$ cat src/hw/joiner_macros.svh
`ifndef JOINER_MACROS_SVH
`define JOINER_MACROS_SVH

// Number of input streams joined into one output packet
`define JOINER_CHANNELS 4

// Beat width of every stream in bits
`define JOINER_DATA_WIDTH 16

// One byte enable per data byte
`define JOINER_KEEP_WIDTH (`JOINER_DATA_WIDTH / 8)

// Bits needed to encode a channel number
`define JOINER_CHAN_BITS 2

`endif

$ cat src/hw/joiner_stream_pkg.sv
`include "joiner_macros.svh"

package joiner_stream_pkg;

  // One beat of stream data
  typedef logic [`JOINER_DATA_WIDTH-1:0] word_t;

  // Byte enables of one beat
  typedef logic [`JOINER_KEEP_WIDTH-1:0] keep_t;

  // One bit per input channel, used for masks, requests and grants
  typedef logic [`JOINER_CHANNELS-1:0] chan_mask_t;

  // Encoded channel number
  typedef logic [`JOINER_CHAN_BITS-1:0] chan_idx_t;

endpackage

$ cat src/hw/joiner_ctrl_pkg.sv
package joiner_ctrl_pkg;

  // Operation FSM
  typedef enum logic [1:0] {
    IDLE  = 2'd0,
    RUN   = 2'd1,
    DONE  = 2'd2,
    ERROR = 2'd3
  } op_state_e;

  // Status flags kept together in the controller
  typedef logic [2:0] status_t;

  // Bit positions inside status_t
  localparam int unsigned STAT_BUSY     = 0;
  localparam int unsigned STAT_COMPLETE = 1;
  localparam int unsigned STAT_ERROR    = 2;

endpackage

$ cat src/hw/joiner_ctrl.sv
`timescale 1ns/100ps

`include "joiner_macros.svh"

module joiner_ctrl (
  input  logic                          clk,
  input  logic                          int_rst,
  input  logic                          operation_start,
  input  logic                          lock,
  input  logic                          interrupt,
  input  joiner_stream_pkg::chan_mask_t use_channels,
  input  joiner_stream_pkg::chan_mask_t acknowledge,
  input  logic                          out_last_fire,
  output joiner_stream_pkg::chan_mask_t pending,
  output logic                          enable,
  output logic                          arb_clear,
  output logic                          operation_busy,
  output logic                          operation_complete,
  output logic                          operation_error
);

  joiner_ctrl_pkg::op_state_e    state_q;
  joiner_ctrl_pkg::op_state_e    state_d;
  joiner_ctrl_pkg::status_t      status_q;
  joiner_stream_pkg::chan_mask_t pending_q;
  logic                          busy;
  logic                          start_ok;

  assign busy = (state_q == joiner_ctrl_pkg::RUN);

  // A start is only taken when nothing is locking the controller
  assign start_ok = operation_start && !lock;

  // Streams may move while running, or whenever the lock is released
  assign enable = busy || !lock;

  // Arbiter restarts from channel 0 for every operation
  assign arb_clear = interrupt || !busy;

  always_comb begin
    state_d = state_q;
    case (state_q)
      joiner_ctrl_pkg::IDLE,
      joiner_ctrl_pkg::DONE: begin
        if (start_ok) begin
          if (use_channels != '0) begin
            state_d = joiner_ctrl_pkg::RUN;
          end else begin
            state_d = joiner_ctrl_pkg::ERROR;
          end
        end else begin
          state_d = joiner_ctrl_pkg::IDLE;
        end
      end
      joiner_ctrl_pkg::RUN: begin
        // A running join finishes even under lock
        if (out_last_fire) begin
          state_d = joiner_ctrl_pkg::DONE;
        end
      end
      joiner_ctrl_pkg::ERROR: begin
        state_d = joiner_ctrl_pkg::IDLE;
      end
      default: begin
        state_d = joiner_ctrl_pkg::IDLE;
      end
    endcase
    // Abort wins over everything else
    if (interrupt) begin
      state_d = joiner_ctrl_pkg::IDLE;
    end
  end

  always_ff @(posedge clk) begin
    if (int_rst) begin
      state_q   <= joiner_ctrl_pkg::IDLE;
      status_q  <= '0;
      pending_q <= '0;
    end else begin
      state_q <= state_d;
      status_q[joiner_ctrl_pkg::STAT_BUSY]     <= (state_d == joiner_ctrl_pkg::RUN);
      status_q[joiner_ctrl_pkg::STAT_COMPLETE] <= (state_d == joiner_ctrl_pkg::DONE);
      status_q[joiner_ctrl_pkg::STAT_ERROR]    <= (state_d == joiner_ctrl_pkg::ERROR);
      if (state_d != joiner_ctrl_pkg::RUN) begin
        pending_q <= '0;
      end else if (!busy) begin
        // Entering RUN, load the requested channels
        pending_q <= use_channels;
      end else begin
        // Drop each channel once its packet has gone out
        pending_q <= pending_q & ~acknowledge;
      end
    end
  end

  assign pending            = pending_q;
  assign operation_busy     = status_q[joiner_ctrl_pkg::STAT_BUSY];
  assign operation_complete = status_q[joiner_ctrl_pkg::STAT_COMPLETE];
  assign operation_error    = status_q[joiner_ctrl_pkg::STAT_ERROR];

endmodule

$ cat src/hw/rr_arbiter.sv
`timescale 1ns/100ps

`include "joiner_macros.svh"

module rr_arbiter (
  input  logic                          clk,
  input  logic                          int_rst,
  input  logic                          arb_clear,
  input  joiner_stream_pkg::chan_mask_t request,
  input  joiner_stream_pkg::chan_mask_t acknowledge,
  output joiner_stream_pkg::chan_mask_t grant,
  output logic                          grant_valid,
  output joiner_stream_pkg::chan_idx_t  grant_idx
);

  joiner_stream_pkg::chan_mask_t grant_q;
  joiner_stream_pkg::chan_mask_t mask_q;
  joiner_stream_pkg::chan_mask_t mask_d;
  joiner_stream_pkg::chan_mask_t req_eff;
  joiner_stream_pkg::chan_idx_t  idx_q;
  joiner_stream_pkg::chan_idx_t  pick_idx;
  logic                          valid_q;
  logic                          pick_found;
  logic                          hold;

  // Blocked until the granted channel acknowledges
  assign hold = valid_q && ((acknowledge & grant_q) == '0);

  // The channel being acknowledged is no longer a candidate
  assign req_eff = request & ~(acknowledge & grant_q);

  always_comb begin
    pick_found = 1'b0;
    pick_idx   = '0;
    // Channels above the last grant first, lowest wins
    for (int i = `JOINER_CHANNELS - 1; i >= 0; i--) begin
      if (req_eff[i] && mask_q[i]) begin
        pick_found = 1'b1;
        pick_idx   = joiner_stream_pkg::chan_idx_t'(i);
      end
    end
    // Wrap around to the bottom
    if (!pick_found) begin
      for (int i = `JOINER_CHANNELS - 1; i >= 0; i--) begin
        if (req_eff[i]) begin
          pick_found = 1'b1;
          pick_idx   = joiner_stream_pkg::chan_idx_t'(i);
        end
      end
    end
    for (int j = 0; j < `JOINER_CHANNELS; j++) begin
      mask_d[j] = (j > int'(pick_idx));
    end
  end

  always_ff @(posedge clk) begin
    if (int_rst || arb_clear) begin
      grant_q <= '0;
      valid_q <= 1'b0;
      idx_q   <= '0;
      mask_q  <= '1;
    end else if (!hold) begin
      valid_q <= pick_found;
      if (pick_found) begin
        grant_q <= joiner_stream_pkg::chan_mask_t'(1) << pick_idx;
        idx_q   <= pick_idx;
        mask_q  <= mask_d;
      end else begin
        grant_q <= '0;
      end
    end
  end

  assign grant       = grant_q;
  assign grant_valid = valid_q;
  assign grant_idx   = idx_q;

endmodule

$ cat src/hw/stream_mux.sv
`timescale 1ns/100ps

`include "joiner_macros.svh"

module stream_mux (
  input  logic                                           clk,
  input  logic                                           int_rst,
  input  logic [`JOINER_CHANNELS*`JOINER_DATA_WIDTH-1:0] s_tdata,
  input  logic [`JOINER_CHANNELS*`JOINER_KEEP_WIDTH-1:0] s_tkeep,
  input  joiner_stream_pkg::chan_mask_t                  s_tvalid,
  input  joiner_stream_pkg::chan_mask_t                  s_tlast,
  input  joiner_stream_pkg::chan_idx_t                   grant_idx,
  input  logic                                           grant_valid,
  input  logic                                           enable,
  input  joiner_stream_pkg::chan_mask_t                  pending,
  input  logic                                           m_tready,
  output joiner_stream_pkg::chan_mask_t                  s_tready,
  output joiner_stream_pkg::word_t                       m_tdata,
  output joiner_stream_pkg::keep_t                       m_tkeep,
  output logic                                           m_tvalid,
  output logic                                           m_tlast,
  output joiner_stream_pkg::chan_mask_t                  acknowledge,
  output logic                                           out_last_fire,
  output logic                                           transmission
);

  joiner_stream_pkg::chan_mask_t sel_onehot;
  logic                          sel_ok;
  logic                          only_left;
  logic                          fire;
  logic                          sel_last;

  assign sel_onehot = joiner_stream_pkg::chan_mask_t'(1) << grant_idx;

  // Granted channel may talk only while enabled and still owed a packet
  assign sel_ok = grant_valid && enable && pending[grant_idx];

  assign m_tdata  = s_tdata[grant_idx*`JOINER_DATA_WIDTH +: `JOINER_DATA_WIDTH];
  assign m_tkeep  = s_tkeep[grant_idx*`JOINER_KEEP_WIDTH +: `JOINER_KEEP_WIDTH];
  assign m_tvalid = sel_ok && s_tvalid[grant_idx];
  assign sel_last = s_tlast[grant_idx];

  // Last selected channel closes the joined packet
  assign only_left = (pending & ~sel_onehot) == '0;
  assign m_tlast   = sel_last && only_left;

  // Back-pressure reaches the granted channel only
  assign s_tready = (sel_ok && m_tready) ? sel_onehot : '0;

  assign fire          = m_tvalid && m_tready;
  assign acknowledge   = (fire && sel_last) ? sel_onehot : '0;
  assign out_last_fire = fire && m_tlast;

  // Flags a beat accepted in the previous cycle
  always_ff @(posedge clk) begin
    if (int_rst) begin
      transmission <= 1'b0;
    end else begin
      transmission <= fire;
    end
  end

endmodule

$ cat src/hw/packet_joiner.sv
`timescale 1ns/100ps

`include "joiner_macros.svh"

module packet_joiner (
  input  logic                                           clk,
  input  logic                                           int_rst,
  input  logic                                           operation_start,
  input  joiner_stream_pkg::chan_mask_t                  use_channels,
  input  logic                                           lock,
  input  logic                                           interrupt,
  output logic                                           operation_busy,
  output logic                                           operation_complete,
  output logic                                           operation_error,
  output logic                                           transmission,
  input  logic [`JOINER_CHANNELS*`JOINER_DATA_WIDTH-1:0] s_tdata,
  input  logic [`JOINER_CHANNELS*`JOINER_KEEP_WIDTH-1:0] s_tkeep,
  input  joiner_stream_pkg::chan_mask_t                  s_tvalid,
  output joiner_stream_pkg::chan_mask_t                  s_tready,
  input  joiner_stream_pkg::chan_mask_t                  s_tlast,
  output joiner_stream_pkg::word_t                       m_tdata,
  output joiner_stream_pkg::keep_t                       m_tkeep,
  output logic                                           m_tvalid,
  input  logic                                           m_tready,
  output logic                                           m_tlast
);

  joiner_stream_pkg::chan_mask_t pending;
  joiner_stream_pkg::chan_mask_t acknowledge;
  joiner_stream_pkg::chan_idx_t  grant_idx;
  logic                          enable;
  logic                          arb_clear;
  logic                          grant_valid;
  logic                          out_last_fire;

  joiner_ctrl u_ctrl (
    .clk                (clk),
    .int_rst            (int_rst),
    .operation_start    (operation_start),
    .lock               (lock),
    .interrupt          (interrupt),
    .use_channels       (use_channels),
    .acknowledge        (acknowledge),
    .out_last_fire      (out_last_fire),
    .pending            (pending),
    .enable             (enable),
    .arb_clear          (arb_clear),
    .operation_busy     (operation_busy),
    .operation_complete (operation_complete),
    .operation_error    (operation_error)
  );

  // Mux works from the encoded index, so the one-hot grant stays open
  rr_arbiter u_arb (
    .clk         (clk),
    .int_rst     (int_rst),
    .arb_clear   (arb_clear),
    .request     (pending),
    .acknowledge (acknowledge),
    .grant       (),
    .grant_valid (grant_valid),
    .grant_idx   (grant_idx)
  );

  stream_mux u_mux (
    .clk           (clk),
    .int_rst       (int_rst),
    .s_tdata       (s_tdata),
    .s_tkeep       (s_tkeep),
    .s_tvalid      (s_tvalid),
    .s_tlast       (s_tlast),
    .grant_idx     (grant_idx),
    .grant_valid   (grant_valid),
    .enable        (enable),
    .pending       (pending),
    .m_tready      (m_tready),
    .s_tready      (s_tready),
    .m_tdata       (m_tdata),
    .m_tkeep       (m_tkeep),
    .m_tvalid      (m_tvalid),
    .m_tlast       (m_tlast),
    .acknowledge   (acknowledge),
    .out_last_fire (out_last_fire),
    .transmission  (transmission)
  );

endmodule

$ cat config.mk
export PLATFORM = sky130hd
export DESIGN_NAME = packet_joiner
export DESIGN_NICKNAME = d
export VERILOG_FILES = /design/src/hw/joiner_stream_pkg.sv /design/src/hw/joiner_ctrl_pkg.sv /design/src/hw/joiner_ctrl.sv /design/src/hw/rr_arbiter.sv /design/src/hw/stream_mux.sv /design/src/hw/packet_joiner.sv
export VERILOG_INCLUDE_DIRS = /design/src /design/src/hw
export SDC_FILE = /design/constraint.sdc
export NUM_CORES = 1
export LEC_CHECK = 0
export ABC_CLOCK_PERIOD_IN_PS = 2000
export BUFFER_PORTS_ARGS = -buffer_cell sky130_fd_sc_hd__buf_2
export CORE_MARGIN = 2
export CORE_UTILIZATION = 38
export CTS_CLUSTER_DIAMETER = 150
export CTS_CLUSTER_SIZE = 28
export DETAILED_ROUTE_END_ITERATION = 10
export GPL_ROUTABILITY_DRIVEN = 0
export HOLD_SLACK_MARGIN = 0.05
export PLACE_DENSITY = 0.84
export SLEW_MARGIN = 20
export SYNTH_ARGS = -nofsm -noshare
export SYNTH_HDL_FRONTEND = slang
export SYNTH_SLANG_ARGS = --single-unit
$ cat constraint.sdc
create_clock -name clk -period 2 [get_ports clk]
set_input_delay 0.4 -clock clk [delete_from_list [all_inputs] [get_ports clk]]
set_output_delay 0.4 -clock clk [all_outputs]
set_load 0.03 [all_outputs]
==> impl_metrics.env <==
export IMPL_cp_slowest_cell="mux4_2"
export IMPL_yosys_warnings=0
export IMPL_port_buffers=117
export IMPL_cts_buffer_depth=2
export IMPL_synth_area_leaders="mux4_2 27%, dfxtp_1 24%, a21oi_1 3.5%"
export IMPL_ys_seq_area_share_pct=24.2
export IMPL_p_leak_nw=1.26
export IMPL_syn2layout_area_growth_pct=67.0
export IMPL_min_path_type="primary input to register"
export IMPL_wire_per_inst_um=17.7
export IMPL_placed_area_mm2=0.00256
export IMPL_hpwl_um=4890
export IMPL_drive_gt1_share_pct=66.7
export IMPL_dieArea_mm2=0.00514
export IMPL_critPathKind="register to register"
export IMPL_worstPathArrival_ps=2390
export IMPL_max_slew_worst_pin_slew_ps=480
export IMPL_cp_top_family="compound AO/OA/AOI/OAI gates"
export IMPL_finalInstanceArea_mm2=0.00291
export IMPL_die_x_um=71.7
export IMPL_design_power_total_mw=1.02
export IMPL_fin_nets=403
export IMPL_hold_viol=0
export IMPL_status="finished with violations"
export IMPL_cts_max_level=1
export IMPL_cts_buffers=3
export IMPL_grt_pass1_wl_um=10300
export IMPL_antenna_found_initial=0
export IMPL_layout_commonest_cell="buf_2"
export IMPL_diodes=0
export IMPL_rows=24
export IMPL_core_mm2=0.00438
export IMPL_io_pins=118
export IMPL_clock_sink_count=21
export IMPL_syn_nets=255
export IMPL_seq_area_um2=428
export IMPL_synth_area_mm2=0.00174
export IMPL_first_iter_violations=183
export IMPL_grt_overflow_total=0
export IMPL_startpoint_type="register"
export IMPL_layout_common_cells="95 x buf_2, 48 x buf_4, 21 x mux4_2, 19 x dfxtp_1, 11 x nand2_1"
export IMPL_syn_inst=165
export IMPL_first_global_vias=2154
export IMPL_fmax_ghz=0.451
export IMPL_crit_path_cell_trace="buf_4 -> mux4_2 -> o2111ai_4 -> o41ai_4 -> a41oi_4 -> or2_1 -> a21o_1"
export IMPL_drc=0
export IMPL_fin_ws_ps=-215
export IMPL_synth_cell_types=49
export IMPL_synth_top_cell_by_area="mux4_2"
export IMPL_final_fill_count=343
export IMPL_hold_ws_ps=343
export IMPL_globalRouteTotalUtil_pct=25.8
export IMPL_ys_seq_elements=21
export IMPL_post_route_period_util_pct=111
export IMPL_vias=2117
export IMPL_drt_total_wl_um=6430
export IMPL_start_util_pct=39.7
export IMPL_drv_cap=0
export IMPL_tritoncts="yes"
export IMPL_via_per_inst=5.82
export IMPL_finalSetupViolCount=36
export IMPL_clock_root_buffer="clkbuf_8"
export IMPL_cts_clk_slew_worst_paths_ps=80
export IMPL_relSlewSlack_pct=67.8
export IMPL_cp_buffers_inverters=1
export IMPL_synth_edf_count=0
export IMPL_synthArstFlopShare_pct=0
export IMPL_rsz0062_at_grt="yes"
export IMPL_postCtsHoldBufs=0
export IMPL_power_density_mw_per_mm2=349
export IMPL_drtAntennaViolNets=0
export IMPL_synth_top_area_share_pct=27.2
export IMPL_dieHeight_um=71.7
export IMPL_end_kind="register"
export IMPL_clk_latency_ps=270
export IMPL_synth_flop_cell="dfxtp_1"
export IMPL_grt_start_max_net_pins=17
export IMPL_syn_avg_cell_area_um2=10.5
export IMPL_critPathMaxFanout=7
export IMPL_failed_checks="negative setup slack"
export IMPL_cpPeakStageDelay_ps=390
export IMPL_multi_input_area_mm2=0.00134
export IMPL_final_max_slew_violation_count=0
export IMPL_fin_crit_ps=2220
export IMPL_setup_tns_ps=-4790
export IMPL_required_ps=2170
export IMPL_finClkSkew_ps=3.43
export IMPL_ir_drop_uv=250
export IMPL_drtPass1Iterations=4
-- kinds of logic (layout without fill, tap and decap cells) --
group	after synthesis	count (layout)	share of synthesized area, %
AOI/OAI and AO/OA	52	52	25.8
DFF	21	21	24.2
buffers and inverters	19	166	5.32
muxes	23	23	29.3
and+or+nand+nor	50	50	15.5
-- synthesized netlist by cell type, types with 3 or more instances --
library cell   n
dfxtp_1       21
nand2b_1       5
nor3_1         5
a21oi_1       12
mux4_2        21
o211ai_1       6
clkbuf_1       3
nor2_1         8
inv_1          7
nand3_1        3
buf_2          4
o21ai_0        6
nand2_1       11
o221ai_1       3
and2_1         3
a32o_1         4
-- timing repair --
action | 4_1_cts | 5_1_grt
gates cloned | 1 | 0
setup buffers | 4 | 2
setup endpoints to repair | 39 | 40
resized for setup | 55 | 12
pin swaps | 23 | 5
-- metrics by stage --
stage          instances  utilization (%)  setup WS [ps]
2_1_floorplan        165                -           2.05
3_3_place_gp         353             58.5           -169
3_5_place_dp         353             58.5           -228
4_1_cts              362             65.0           -199
5_1_grt              364             66.3           -302
6_report             364             66.3           -215
-- report_power, final --
group          leakage (nW)  switching, mW  internal [mW]
Clock                0.0255          0.156          0.140
Combinational          1.06          0.142          0.158
Sequential            0.171        0.00196          0.419
Total                  1.26          0.300          0.716
-- final cells by class --
class,count,area share (%)
Multi-Input combinational cell,125,46.1
Timing Repair Buffer,155,34.4
Sequential cell,21,14.7
Tap cell,52,2.24
Clock buffer,3,1.42
Inverter,7,0.904
Clock inverter,1,0.172
-- path summary, 6_finish.rpt --
check / from / end / slack [ps] / cells after the start
worst min-delay path: interrupt / u_ctrl.state_q[0]$_SDFF_PP0_ / 340 / 2
worst max register to register: u_arb.grant_idx[0]$_SDFFE_PP0P_ / u_arb.mask_q[2]$_SDFFE_PP1P_ / -220 / 7
worst max-delay path: u_arb.grant_idx[0]$_SDFFE_PP0P_ / u_arb.mask_q[2]$_SDFFE_PP1P_ / -220 / 7
worst min register to register: u_arb.grant[0]$_SDFFE_PP0N_ / u_arb.grant[0]$_SDFFE_PP0N_ / 540 / 1
-- state kept, by name, indices dropped and copies added, names as in the netlist --
signal              cells
u_arb.grant             4
u_ctrl.status_q         3
u_ctrl.state_q          2
u_arb.grant_valid       1
u_arb.grant_idx         2
u_arb.mask_q            4
u_ctrl.pending          4
u_mux.transmission      1
-- routing by layer --
layer,share of wire [%],track usage (%),vias up
met5,0,0,-
met4,2.1,8.18,0
met3,7.3,4.78,17
met2,50,44.4,101
met1,41,32.7,1022
li1,-,-,977
No activity file was read; power rests on OpenSTA's default activity.
